$ cat config.mk
export PLATFORM = sky130hd
export DESIGN_NAME = byteFifo
export DESIGN_NICKNAME = d
export VERILOG_FILES = /design/src/verilog/debugPkg.sv /design/src/verilog/byteFifo.sv
export SDC_FILE = /design/constraint.sdc
export NUM_CORES = 1
export LEC_CHECK = 0
export ABC_CLOCK_PERIOD_IN_PS = 4150
export BUFFER_PORTS_ARGS = -buffer_cell sky130_fd_sc_hd__buf_2
export CORE_MARGIN = 2
export CORE_UTILIZATION = 32
export CTS_CLUSTER_SIZE = 40
export DETAILED_ROUTE_END_ITERATION = 6
export HOLD_SLACK_MARGIN = 0.12
export PLACE_DENSITY_LB_ADDON = 0.3
export SETUP_SLACK_MARGIN = 0.4
export SLEW_MARGIN = 15
export SYNTH_ARGS = -nofsm -noshare
export SYNTH_HDL_FRONTEND = slang
export SYNTH_SLANG_ARGS = --single-unit
$ cat constraint.sdc
create_clock -name clk -period 4.15 [get_ports clk]
set_input_delay 0.83 -clock clk [delete_from_list [all_inputs] [get_ports clk]]
set_output_delay 0.83 -clock clk [all_outputs]
set_load 0.03 [all_outputs]
$ cat src/verilog/debugPkg.sv
`default_nettype none

package debugPkg;

    // ============================================================
    // Widths with a meaning
    // ============================================================
    typedef logic [7:0]  byteT;
    typedef logic [9:0]  memAddrT;
    typedef logic [15:0] memWordT;
    // Remaining count of a reply, up to 256
    typedef logic [8:0]  msgLenT;

    // Sizes
    localparam int memWords   = 1024;
    localparam int fifoDepth  = 8;
    localparam int fifoPtrW   = $clog2(fifoDepth);
    localparam int chunkWords = 127;
    // Count byte of an echo frame comes out as 0xFF
    localparam msgLenT echoLen = 9'd256;

    // Command codes
    localparam byteT cmdNop     = 8'h00;
    localparam byteT cmdLedOff  = 8'h80;
    localparam byteT cmdLedOn   = 8'h81;
    localparam byteT cmdReadMem = 8'h82;

    // ============================================================
    // State machines
    // ============================================================
    typedef enum logic [2:0] {
        ctrlFill,
        ctrlAccept,
        ctrlExecute,
        ctrlReply,
        ctrlReadStart,
        ctrlReadRun,
        ctrlReadSend
    } ctrlStateT;

    typedef enum logic [1:0] {
        frmCmdByte,
        frmCountByte,
        frmWait,
        frmPayload
    } framerStateT;

    // Fill pattern, word a holds a XOR key
    localparam memWordT patternKey = 16'hA5C3;

    function automatic memWordT patternWord(memAddrT a);
        return memWordT'(a) ^ patternKey;
    endfunction

endpackage

`default_nettype wire

$ cat src/verilog/byteFifo.sv
`timescale 1ns/1ps
`default_nettype none

module byteFifo (
    input  wire                 clk,
    input  wire                 arstN,
    input  wire                 push,
    input  wire debugPkg::byteT wdata,
    input  wire                 pop,
    output debugPkg::byteT      rdata,
    output logic                full,
    output logic                empty
);
    import debugPkg::*;

    byteT                store [fifoDepth];
    logic [fifoPtrW-1:0] wrPtr;
    logic [fifoPtrW-1:0] rdPtr;
    logic [fifoPtrW:0]   count;
    logic                doPush;
    logic                doPop;

    // Push on full and pop on empty are dropped
    assign doPush = push && !full;
    assign doPop  = pop && !empty;

    assign full  = (count == (fifoPtrW + 1)'(fifoDepth));
    assign empty = (count == '0);
    // Head of queue, no read latency
    assign rdata = store[rdPtr];

    // Storage
    always_ff @(posedge clk) begin
        if (doPush) begin
            store[wrPtr] <= wdata;
        end
    end

    // Pointers and fill level
    always_ff @(posedge clk or negedge arstN) begin
        if (!arstN) begin
            wrPtr <= '0;
            rdPtr <= '0;
            count <= '0;
        end else begin
            if (doPush) begin
                wrPtr <= wrPtr + 1'b1;
            end
            if (doPop) begin
                rdPtr <= rdPtr + 1'b1;
            end
            case ({doPush, doPop})
                2'b10:   count <= count + 1'b1;
                2'b01:   count <= count - 1'b1;
                default: count <= count;
            endcase
        end
    end

endmodule

`default_nettype wire

==> results of run 1 <==
==> area by class of cell <==
cell class,count,area share
sequential,74,0.603
inverter,6,0.00625
clock inverter,6,0.0323
multi-input combinational,74,0.247
timing repair buffer,22,0.0312
clock buffer,9,0.0344
tap,133,0.0462
==> layout by cell type (no fill, tap or decap), types with 6 or more instances in the layout <==
| master | synthesis | final |
|---|---|---|
| sky130_fd_sc_hd__nand2_1 | 7 | 7 |
| sky130_fd_sc_hd__mux2_2 | 10 | 10 |
| sky130_fd_sc_hd__dfrtp_1 | 10 | 10 |
| sky130_fd_sc_hd__mux4_1 | 16 | 16 |
| sky130_fd_sc_hd__nor2_1 | 6 | 6 |
| sky130_fd_sc_hd__edfxtp_1 | 64 | 64 |
| sky130_fd_sc_hd__inv_1 | 6 | 6 |
| sky130_fd_sc_hd__clkbuf_8 | 0 | 9 |
| sky130_fd_sc_hd__buf_2 | 2 | 21 |
==> cell families (layout without fill, tap and decap cells) <==
| family | after synthesis | in the layout |
|---|---|---|
| adders and majority gates | 6 | 6 |
| and+or+nand+nor | 28 | 28 |
| muxes | 27 | 27 |
| buffers and inverters | 12 | 43 |
| AOI/OAI and AO/OA | 7 | 7 |
| DFF | 74 | 74 |
| xor gates and xnor gates | 6 | 6 |
==> sequential cells by signal, summed over array words and instances, names as in the netlist <==
signal	count
wrPtr	3
rdPtr	3
count	4
store	64
==> through the flow <==
stage	cells	hold WS, ps	area, um2	util	power, uW
finish	324	340	3600	0.374	2580
global route	324	352	3600	0.374	2720
CTS	324	347	3600	0.374	2610
global placement	309	513	3360	0.349	1930
floorplan	160	486	3120	-	1740
detailed placement	309	515	3360	0.349	1940
==> layer usage <==
| metal | wire [um] | track usage | vias to the layer above |
|---|---|---|---|
| met5 | 0 | 0 | - |
| met4 | 91 | 0.0395 | 0 |
| met3 | 227 | 0.0400 | 7 |
| met2 | 2640 | 0.173 | 29 |
| met1 | 2540 | 0.150 | 754 |
| li1 | - | - | 710 |
==> worst max path at each step <==
stage / startpoint / to / slack [ps] / cells after the start
2_1_floorplan: count[0] / count[3] / 1460 / 7
3_3_place_gp: count[0] / count[3] / 1100 / 7
3_5_place_dp: count[0] / count[3] / 1110 / 7
4_1_cts: rdPtr[0] / rdata[4] / 850 / 3
5_1_grt: rdPtr[0] / rdata[5] / 800 / 3
6_report: rdPtr[0] / rdata[4] / 930 / 3
==> synthesized netlist by cell type, types with 2 or more instances <==
| cell type | instances | area share |
|---|---|---|
| sky130_fd_sc_hd__ha_1 | 5 | 0.020 |
| sky130_fd_sc_hd__buf_2 | 2 | 0.0032 |
| sky130_fd_sc_hd__nor2_1 | 6 | 0.0072 |
| sky130_fd_sc_hd__nor3_1 | 2 | 0.0032 |
| sky130_fd_sc_hd__inv_1 | 6 | 0.0072 |
| sky130_fd_sc_hd__a21oi_1 | 2 | 0.0032 |
| sky130_fd_sc_hd__edfxtp_1 | 64 | 0.62 |
| sky130_fd_sc_hd__nand2b_1 | 2 | 0.0040 |
| sky130_fd_sc_hd__xnor2_1 | 5 | 0.014 |
| sky130_fd_sc_hd__dfrtp_1 | 10 | 0.080 |
| sky130_fd_sc_hd__mux4_1 | 16 | 0.13 |
| sky130_fd_sc_hd__nand3_1 | 4 | 0.0064 |
| sky130_fd_sc_hd__nor3b_1 | 3 | 0.0072 |
| sky130_fd_sc_hd__nand2_1 | 7 | 0.0084 |
| sky130_fd_sc_hd__mux2_2 | 10 | 0.036 |
==> power groups by stage <==
stage / clock network [uW] / logic (uW) / registers (uW)
finish: 670 / 783 / 1120
global route: 711 / 858 / 1150
CTS: 680 / 797 / 1130
detailed placement: 0 / 794 / 1150
global placement: 0 / 784 / 1140
floorplan: 0 / 709 / 1030
==> key figures, run 1 <==
Run status
  – Status: finished, final reports clean

GRT
  – All-Layer GR Usage: 0.113
  – Initial antenna violation count: 0
  – Wire length of the first global-routing pass: 8340 um
  – Via count of the first global-routing pass: 1480
  – Residual overflow from global routing: 0
  – Pin count of the biggest net entering global routing: 19

Floorplanning
  – Die Width: 103 um
  – Std cell rows: 36
  – Boundary pin count: 22
  – Initial core utilization: 0.324
  – Std-Cell Core Area: 0.00964 mm2
  – Die area: 0.0106 mm2
  – Vert. Die Dim: 103 um

Clock tree
  – Clock tree from TritonCTS: yes
  – Longest Clk Path Bufs: 2
  – CTS Hold Buffers Added: 0
  – Clock root buffer: sky130_fd_sc_hd__clkbuf_8
  – Number of levels in the clock H-tree: 3
  – Post CTS Setup Buffer Count: 0
  – Worst-path clk slew: 80 ps
  – CTS buffer count: 9
  – Number of resized instances in the post-cts repair step: 0
  – Number of sinks driven by the clock tree: 74
  – Worst skew pair latency: 350 ps

Timing
  – Max-slew headroom at the worst pin: 0.351
  – Portion of the clock cycle consumed by the worst path in the final layout: 0.775
  – Final Slew Violations: 0
  – Count of endpoints failing setup in the final report: 0
  – Setup repair after global routing missed its margin: no
  – Worst-case clock skew: 13.5 ps
  – Fmax: 0.311 GHz
  – Aggregate negative setup slack: 0 ps
  – Final critical path time including I/O delays and setup: 3220 ps
  – Slew at the pin closest to its max-slew limit: 969 ps
  – Final Hold Violating Endpoints: 0
  – Worst setup slack after layout: 934 ps

Worst setup path
  – Arrival time of data at the critical path endpoint: 2390 ps
  – Worst path slowest cell: sky130_fd_sc_hd__dfrtp_1
  – Crit end category: primary output
  – Crit path max fanout: 17
  – Worst reg2reg path startpoint: count[0]
  – Number of cells on the worst reg-to-reg path: 7
  – Kind of cell with the highest combined delay on the critical path: multiplexers
  – WP buf/inv: 1
  – Cell-by-cell trace of the critical path: mux4_1, mux2_2, buf_2
  – Crit Reg-Reg Endpoint: count[3]
  – CP Launch Type: flop
  – Crit path required time: 3320 ps
  – Class of the most critical setup path: flop to primary output
  – Largest incremental delay on the critical path: 920 ps
  – Worst-case register-to-register setup slack: 1080 ps

Routing
  – DRC marker count from the first detailed-route iteration: 34
  – Avg Vias per Cell: 4.63
  – Via count: 1500
  – Post-detailed-routing wire length: 5510 um
  – Average detailed-routed wire length per instance: 17.0 um
  – # DRC: 0
  – Post-route ant nets: 0
  – TritonRoute pass-1 iters: 4

Final layout
  – Fraction of final layout cells sized beyond drive strength 1: 0.267
  – Number of filler instances in the final layout: 925
  – Post-synthesis to final-layout area growth: 15.4%
  – Number of antenna repair diodes: 0
  – Multi-input combinational cell area: 891 um2
  – Final-stage net count: 205
  – Total area of sequential cells: 0.00217 mm2

Logic synthesis
  – Multiplexer share of the synthesized area: 0.174
  – Number of flops mapped to enable cells by yosys: 64
  – Mapped cell area: 0.00312 mm2
  – Synthesized Nets: 178
  – Post-synthesis share of cell area spent on xor and xnor gates: 0.0168
  – Mean instance size in the synthesized netlist: 19.5 um2
  – Yosys cell types: 31
  – Synthesis-stage register bit count: 74
  – Largest family of logic cells by synthesized area: multiplexers
  – Most frequently used flop master after synthesis: sky130_fd_sc_hd__edfxtp_1
  – Instance count of the mapped netlist: 160
  – Share of flip-flops with an asynchronous set or reset: 0.135
  – Synthesized-area fraction occupied by ao, oa, aoi and oai cells: 0.0164
  – Sequential share of the synthesized area: 0.695
  – Simple-Gate Fraction of Synth Area: 0.0485
  – Post-synthesis share of cell area spent on full adders, half adders and majority gates: 0.0264
  – Warnings from Yosys: 0

Power
  – Part of the total power dissipated in the clock network: 0.260
  – Reported net switching power: 848 uW
  – Total power divided by cell area: 715 mW/mm2
  – Internal portion of total power: 1730 uW
  – Sw Share: 0.329
  – Power share of the combinational group: 0.304
  – Power share of the sequential group: 0.436
  – Leakage dissipation: 0.00127 uW
  – Largest voltage drop on the vdd net: 0.000178 V

Job
  – Number of violations of the max-capacitance limit: 0

Placed design
  – Weighted congestion at the end of routability-driven global placement: 0.735
  – # port buffers: 21
  – Pre-CTS WS: 1110 ps
  – DPL Wire Length: 3390 um

Worst hold path
  – Path type of the worst min-delay path: primary input to asynchronous set/reset pin
No activity file was read; power rests on OpenSTA's default activity.
==> run 2, diff against run 1 <==
--- a/config.mk
+++ b/config.mk
@@ -5,7 +5,7 @@
 export SDC_FILE = /design/constraint.sdc
 export NUM_CORES = 1
 export LEC_CHECK = 0
-export ABC_CLOCK_PERIOD_IN_PS = 4150
+export ABC_CLOCK_PERIOD_IN_PS = 3110
 export BUFFER_PORTS_ARGS = -buffer_cell sky130_fd_sc_hd__buf_2
 export CORE_MARGIN = 2
 export CORE_UTILIZATION = 32
==> constraint.sdc (replaced) <==
create_clock -name clk -period 3.11 [get_ports clk]
set_input_delay 0.622 -clock clk [delete_from_list [all_inputs] [get_ports clk]]
set_output_delay 0.622 -clock clk [all_outputs]
set_load 0.03 [all_outputs]
==> key figures, run 2 (synthesis gave the netlist of run 1 again) <==
Routing
  – Avg Vias per Cell: 4.54
  – Average detailed-routed wire length per instance: 16.7 um
  – Via count: 1527
  – Post-route ant nets: 0
  – Post-detailed-routing wire length: 5610 um
  – Routed length on met3: 119 um
  – # DRC: 0
  – Top routing layer in use: met4
  – Detailed-route wire length on metal 1: 2710 um
  – DRC marker count from the first detailed-route iteration: 44
  – TritonRoute pass-1 iters: 4
  – Routed length on met2: 2730 um

Final layout
  – Most flop-heavy register: store
  – Post-layout instance count excluding filler cells: 336
  – Leading cell types in the layout, fill and taps excluded: 64 x sky130_fd_sc_hd__edfxtp_1, 21 x sky130_fd_sc_hd__buf_2, 16 x sky130_fd_sc_hd__mux4_1
  – Leading cell type in the layout, fill and taps excluded: sky130_fd_sc_hd__edfxtp_1
  – Fraction of final layout cells sized beyond drive strength 1: 0.335
  – Top Registers: store x64, count x4
  – Final-stage net count: 217
  – Final standard cell utilization of the core: 0.383
  – Flip-flop count of the largest register, all copies and words added: 64
  – Number of antenna repair diodes: 0
  – Post-synthesis to final-layout area growth: 18.3%

Clock tree
  – CTS Hold Buffers Added: 0
  – Number of sinks driven by the clock tree: 74
  – Clock tree from TritonCTS: yes
  – Clock root buffer: sky130_fd_sc_hd__clkbuf_8
  – CTS buffer count: 9
  – Worst-path clk slew: 80 ps
  – Number of levels in the clock H-tree: 3
  – Longest Clk Path Bufs: 2
  – Worst skew pair latency: 340 ps

Placed design
  – DPL Wire Length: 3610 um
  – Pre-CTS WS: 397 ps
  – Weighted congestion at the end of routability-driven global placement: 0.748
  – # port buffers: 21
  – Post-placement cell count: 320

Floorplanning
  – Std cell rows: 36
  – Die Width: 103 um
  – Vert. Die Dim: 103 um
  – Die area: 0.0106 mm2
  – Initial core utilization: 0.324
  – Std-Cell Core Area: 0.00964 mm2
  – Boundary pin count: 22

Worst setup path
  – Crit path max fanout: 5
  – Kind of cell with the highest combined delay on the critical path: simple AND/OR/NAND/NOR gates
  – Worst path slowest cell: sky130_fd_sc_hd__or4b_2
  – Crit path required time: 3320 ps
  – Class of the most critical setup path: flop to flop
  – Cell-by-cell trace of the critical path: or4b_4, nand2_2, ha_2, ha_4, or4b_2, o311ai_0, o211ai_1
  – CP Launch Type: flop
  – Largest incremental delay on the critical path: 620 ps
  – Arrival time of data at the critical path endpoint: 2800 ps
  – Crit end category: flop
  – WP buf/inv: 0

GRT
  – Initial antenna violation count: 0
  – Pin count of the biggest net entering global routing: 19
  – Wire length of the first global-routing pass: 8470 um
  – Residual overflow from global routing: 0
  – Via count of the first global-routing pass: 1572
  – All-Layer GR Usage: 0.113

Timing
  – Portion of the clock cycle consumed by the worst path in the final layout: 0.832
  – Final Hold Violating Endpoints: 0
  – Worst setup slack after layout: 521 ps
  – Slew at the pin closest to its max-slew limit: 513 ps
  – Final Slew Violations: 0
  – Max-slew headroom at the worst pin: 0.658
  – Worst-case clock skew: 10.6 ps
  – Aggregate negative setup slack: 0 ps
  – Final critical path time including I/O delays and setup: 2590 ps
  – Setup repair after global routing missed its margin: no
  – Fmax: 0.386 GHz
  – Count of endpoints failing setup in the final report: 0

Worst hold path
  – Path type of the worst min-delay path: primary input to asynchronous set/reset pin

Job
  – Number of violations of the max-capacitance limit: 0

Power
  – Total power divided by cell area: 929 mW/mm2
  – Leakage dissipation: 0.00132 uW
  – Largest voltage drop on the vdd net: 0.000231 V

Run status
  – Status: finished, final reports clean
==> run 2: cell count changes in the layout (fill, tap and decap cells not counted), sizes merged <==
cell / delta
inv: +1
bufinv: -1
buf: +12
==> run 2: through the flow <==
| stage | power [uW] | hold slack [ps] | instance area, um2 |
|---|---|---|---|
| 5_1_grt | 3630 | 126 | 3700 |
| 2_1_floorplan | 2320 | 326 | 3120 |
| 3_5_place_dp | 2640 | 502 | 3440 |
| 4_1_cts | 3450 | 122 | 3660 |
| 6_report | 3430 | 137 | 3700 |
| 3_3_place_gp | 2610 | 499 | 3440 |
==> run 2: final cells by class <==
cell class	count	area, um2
fill	917	5940
sequential	74	2180
multi-input combinational	74	906
timing repair buffer	34	210
tap	133	166
clock buffer	9	124
clock inverter	6	91.3
inverter	6	22.5
==> run 2: what timing repair did <==
| action | CTS | global route |
|---|---|---|
| setup buffers | 0 | 1 |
| setup endpoints to repair | 2 | 2 |
| resized for setup | 2 | 7 |
==> run 2: where the power goes <==
part | internal [uW] | leakage (uW) | switching (uW)
registers | 1280 | 0.000696 | 128
clock network | 451 | 0.000110 | 349
logic | 566 | 0.000518 | 657
total | 2300 | 0.00132 | 1130
==> run 2: worst paths after layout <==
| kind | cells after the start | slack, ps | end | startpoint |
|---|---|---|---|---|
| worst min register to register | 1 | 530 | wrPtr[0] | wrPtr[0] |
| min in group clk | 1 | 530 | wrPtr[0] | wrPtr[0] |
| max in group asynchronous | 1 | 2760 | count[2] | arstN |
| worst max-delay path | 7 | 520 | count[3] | count[1] |
| worst min-delay path | 1 | 140 | count[1] | arstN |
| worst max register to register | 7 | 520 | count[3] | count[1] |
==> run 2: worst reg2reg max path, cell delays in order, from the launching register on <==
cell and delay (ps):
sky130_fd_sc_hd__dfrtp_2 440, sky130_fd_sc_hd__or4b_4 580, sky130_fd_sc_hd__nand2_2 130, sky130_fd_sc_hd__ha_2 210, sky130_fd_sc_hd__ha_4 220, sky130_fd_sc_hd__or4b_2 620, sky130_fd_sc_hd__o311ai_0 120, sky130_fd_sc_hd__o211ai_1 140
==> run 2: layer usage <==
layer | vias to the layer above | global-route usage
li1 | 728 | -
met1 | 777 | 0.151
met2 | 18 | 0.181
met3 | 4 | 0.0224
met4 | 0 | 0.0486
met5 | - | 0
==> run 3, diff against run 2 <==
--- a/config.mk
+++ b/config.mk
@@ -5,7 +5,8 @@
 export SDC_FILE = /design/constraint.sdc
 export NUM_CORES = 1
 export LEC_CHECK = 0
-export ABC_CLOCK_PERIOD_IN_PS = 3110
+export ABC_AREA = 1
+export ABC_CLOCK_PERIOD_IN_PS = 2600
 export BUFFER_PORTS_ARGS = -buffer_cell sky130_fd_sc_hd__buf_2
 export CORE_MARGIN = 2
 export CORE_UTILIZATION = 32
==> constraint.sdc (replaced) <==
create_clock -name clk -period 2.6 [get_ports clk]
set_input_delay 0.52 -clock clk [delete_from_list [all_inputs] [get_ports clk]]
set_output_delay 0.52 -clock clk [all_outputs]
set_load 0.03 [all_outputs]
==> key figures, run 3 <==
Worst setup path
  – CP Launch Type: flop
  – Number of cells on the worst reg-to-reg path: 11
  – Most common cell on crit path: sky130_fd_sc_hd__nand2_1
  – Worst reg2reg path startpoint: count[0]
  – Crit path required time: 2080 ps
  – Crit end category: primary output
  – Cell-by-cell trace of the critical path: buf_6, buf_6, nor2_2, nor2_1, nand2_1, nand2_1, nand2_1, nand2_1, buf_6
  – Arrival time of data at the critical path endpoint: 1660 ps
  – Class of the most critical setup path: flop to primary output
  – Worst-case register-to-register setup slack: 590 ps
  – Crit path max fanout: 6
  – Largest incremental delay on the critical path: 550 ps
  – Worst path slowest cell: sky130_fd_sc_hd__dfrtp_4
  – Crit Reg-Reg Endpoint: count[3]

Clock tree
  – CTS buffer count: 9
  – Number of levels in the clock H-tree: 3
  – Clock tree from TritonCTS: yes
  – Longest Clk Path Bufs: 2
  – Worst-path clk slew: 70 ps
  – Number of sinks driven by the clock tree: 74
  – Clock root buffer: sky130_fd_sc_hd__clkbuf_8
  – Worst skew pair latency: 330 ps

Logic synthesis
  – Mean instance size in the synthesized netlist: 9.52 um2
  – Share of flip-flops with an asynchronous set or reset: 0.135
  – Instance count of the mapped netlist: 357
  – Area share of the leading cell type in the synthesized netlist: 0.565
  – Synthesized Nets: 375
  – Most common cell in the synthesized netlist: sky130_fd_sc_hd__nand2_1
  – Warnings from Yosys: 0
  – Cell type contributing the most total cell area after synthesis: sky130_fd_sc_hd__edfxtp_1
  – Mapped cell area: 0.00340 mm2
  – Number of flops mapped to enable cells by yosys: 64
  – Top post-synthesis cells by count: 127 x sky130_fd_sc_hd__nand2_1, 66 x sky130_fd_sc_hd__nor2_1, 64 x sky130_fd_sc_hd__edfxtp_1
  – Yosys cell types: 20
  – Largest cells by area after synthesis: sky130_fd_sc_hd__edfxtp_1 57%, sky130_fd_sc_hd__nand2_1 14%, sky130_fd_sc_hd__dfrtp_1 7.4%
  – Sequential share of the synthesized area: 0.639
  – Most frequently used flop master after synthesis: sky130_fd_sc_hd__edfxtp_1
  – Synthesis-stage register bit count: 74

Power
  – Largest voltage drop on the vdd net: 0.000696 V
  – Total power divided by cell area: 1120 mW/mm2
  – Leakage dissipation: 0.00180 uW

GRT
  – Via count of the first global-routing pass: 2354
  – Initial antenna violation count: 0
  – Residual overflow from global routing: 0
  – Wire length of the first global-routing pass: 11300 um
  – All-Layer GR Usage: 0.132
  – Pin count of the biggest net entering global routing: 21

Floorplanning
  – Die Width: 107 um
  – Std-Cell Core Area: 0.0103 mm2
  – Vert. Die Dim: 107 um
  – Boundary pin count: 22
  – Std cell rows: 37
  – Initial core utilization: 0.329
  – Die area: 0.0115 mm2

Timing
  – Count of endpoints failing setup in the final report: 0
  – Setup repair after global routing missed its margin: yes
  – Portion of the clock cycle consumed by the worst path in the final layout: 0.838
  – Fmax: 0.459 GHz
  – Final Slew Violations: 0
  – Final Hold Violating Endpoints: 0
  – Max-slew headroom at the worst pin: 0.724
  – Slew at the pin closest to its max-slew limit: 410 ps
  – Aggregate negative setup slack: 0 ps
  – Worst-case clock skew: 6.94 ps
  – Final critical path time including I/O delays and setup: 2180 ps

Worst hold path
  – Start point of the worst hold path: pop
  – Endpoint of the worst hold-timing path: rdPtr[0]
  – Hold Crit Depth: 3
  – Path type of the worst min-delay path: primary input to flop

Final layout
  – Final instance area: 0.00400 mm2
  – Fraction of final layout cells sized beyond drive strength 1: 0.162
  – Flip-flop count of the largest register, all copies and words added: 64
  – Top Registers: store x64, count x4
  – Post-synthesis to final-layout area growth: 17.6%
  – Most flop-heavy register: store
  – Leading cell types in the layout, fill and taps excluded: 125 x sky130_fd_sc_hd__nand2_1, 64 x sky130_fd_sc_hd__edfxtp_1, 61 x sky130_fd_sc_hd__nor2_1
  – Final-stage net count: 416
  – Number of filler instances in the final layout: 1052
  – Leading cell type in the layout, fill and taps excluded: sky130_fd_sc_hd__nand2_1
  – Number of antenna repair diodes: 0

Routing
  – Post-route ant nets: 0
  – TritonRoute pass-1 iters: 4
  – Avg Vias per Cell: 4.24
  – DRC marker count from the first detailed-route iteration: 99
  – # DRC: 0
  – Via count: 2283
  – Post-detailed-routing wire length: 6680 um
  – Average detailed-routed wire length per instance: 12.4 um

Placed design
  – DPL Wire Length: 4330 um
  – Weighted congestion at the end of routability-driven global placement: 0.730
  – Post-DP Area: 0.00369 mm2
  – # port buffers: 21

Job
  – Number of violations of the max-capacitance limit: 0

Run status
  – Status: finished, final reports clean
run 3: cell types whose count changed after synthesis, sizes merged, moves of 10 or more:
| cell | delta |
|---|---|
| nor2 | +60 |
| mux4 | -16 |
| inv | +41 |
| nand2 | +121 |
| mux2 | -10 |
run 3: stage by stage:
stage / std cells / hold WS (ps) / setup slack (ps) / util / total power, uW
floorplan: 357 / 224 / 656 / - / 3070
global placement: 516 / 397 / 536 / 0.358 / 3500
detailed placement: 516 / 398 / 507 / 0.358 / 3530
CTS: 535 / 439 / 374 / 0.378 / 4400
global route: 538 / 455 / 310 / 0.387 / 4930
finish: 538 / 470 / 421 / 0.387 / 4490
run 3: what timing repair did:
item                       CTS  global route
setup endpoints to repair    8            10
pin swaps                    0             9
gates resized for setup      2            30
hold buffers                 1             0
hold endpoints to repair    10             0
buffers inserted             3             3
run 3: cells by family after synthesis:
| group | after synthesis | share of synthesized area |
|---|---|---|
| AOI/OAI and AO/OA | 4 | 0.00589 |
| xor gates and xnor gates | 6 | 0.0155 |
| adders and majority gates | 6 | 0.0243 |
| buffers and inverters | 59 | 0.0780 |
| DFF | 74 | 0.639 |
| and+or+nand+nor | 208 | 0.237 |
run 3: power by group:
group / internal [uW] / leakage [uW] / switching, uW
Sequential: 1530 / 0.000700 / 138
Clock: 427 / 0.0000886 / 378
Combinational: 758 / 0.00101 / 1270
Total: 2710 / 0.00180 / 1780
run 3: layer usage:
metal,up-vias,track usage,share of wire
li1,1189,-,-
met1,1043,0.155,0.44
met2,49,0.236,0.50
met3,2,0.0383,0.052
met4,0,0.0353,0.0037
met5,-,0,0
run 3: area by class of cell:
| type | count | area, um2 | share of cell area |
|---|---|---|---|
| Clock buffer | 10 | 128 | 0.0319 |
| Clock inverter | 5 | 46.3 | 0.0116 |
| Inverter | 47 | 179 | 0.0448 |
| Multi-Input combinational cell | 224 | 985 | 0.246 |
| Sequential cell | 74 | 2180 | 0.545 |
| Tap cell | 136 | 170 | 0.0426 |
| Timing Repair Buffer | 42 | 313 | 0.0782 |
run 3: worst max-delay path by stage:
| stage | from | endpoint | depth (start not counted) |
|---|---|---|---|
| 3_3_place_gp | count[1] | count[3] | 11 |
| 2_1_floorplan | count[1] | count[3] | 11 |
| 4_1_cts | rdPtr[0] | rdata[2] | 8 |
| 3_5_place_dp | count[1] | count[3] | 11 |
| 5_1_grt | rdPtr[0] | rdata[2] | 8 |
| 6_report | rdPtr[0] | rdata[4] | 9 |
run 3: critical path: cells and delay by family, from the launching register on:
family	cells	cell delay, ps
buffers and inverters	3	410
flip-flops	1	550
AND/OR/NAND/NOR	6	370
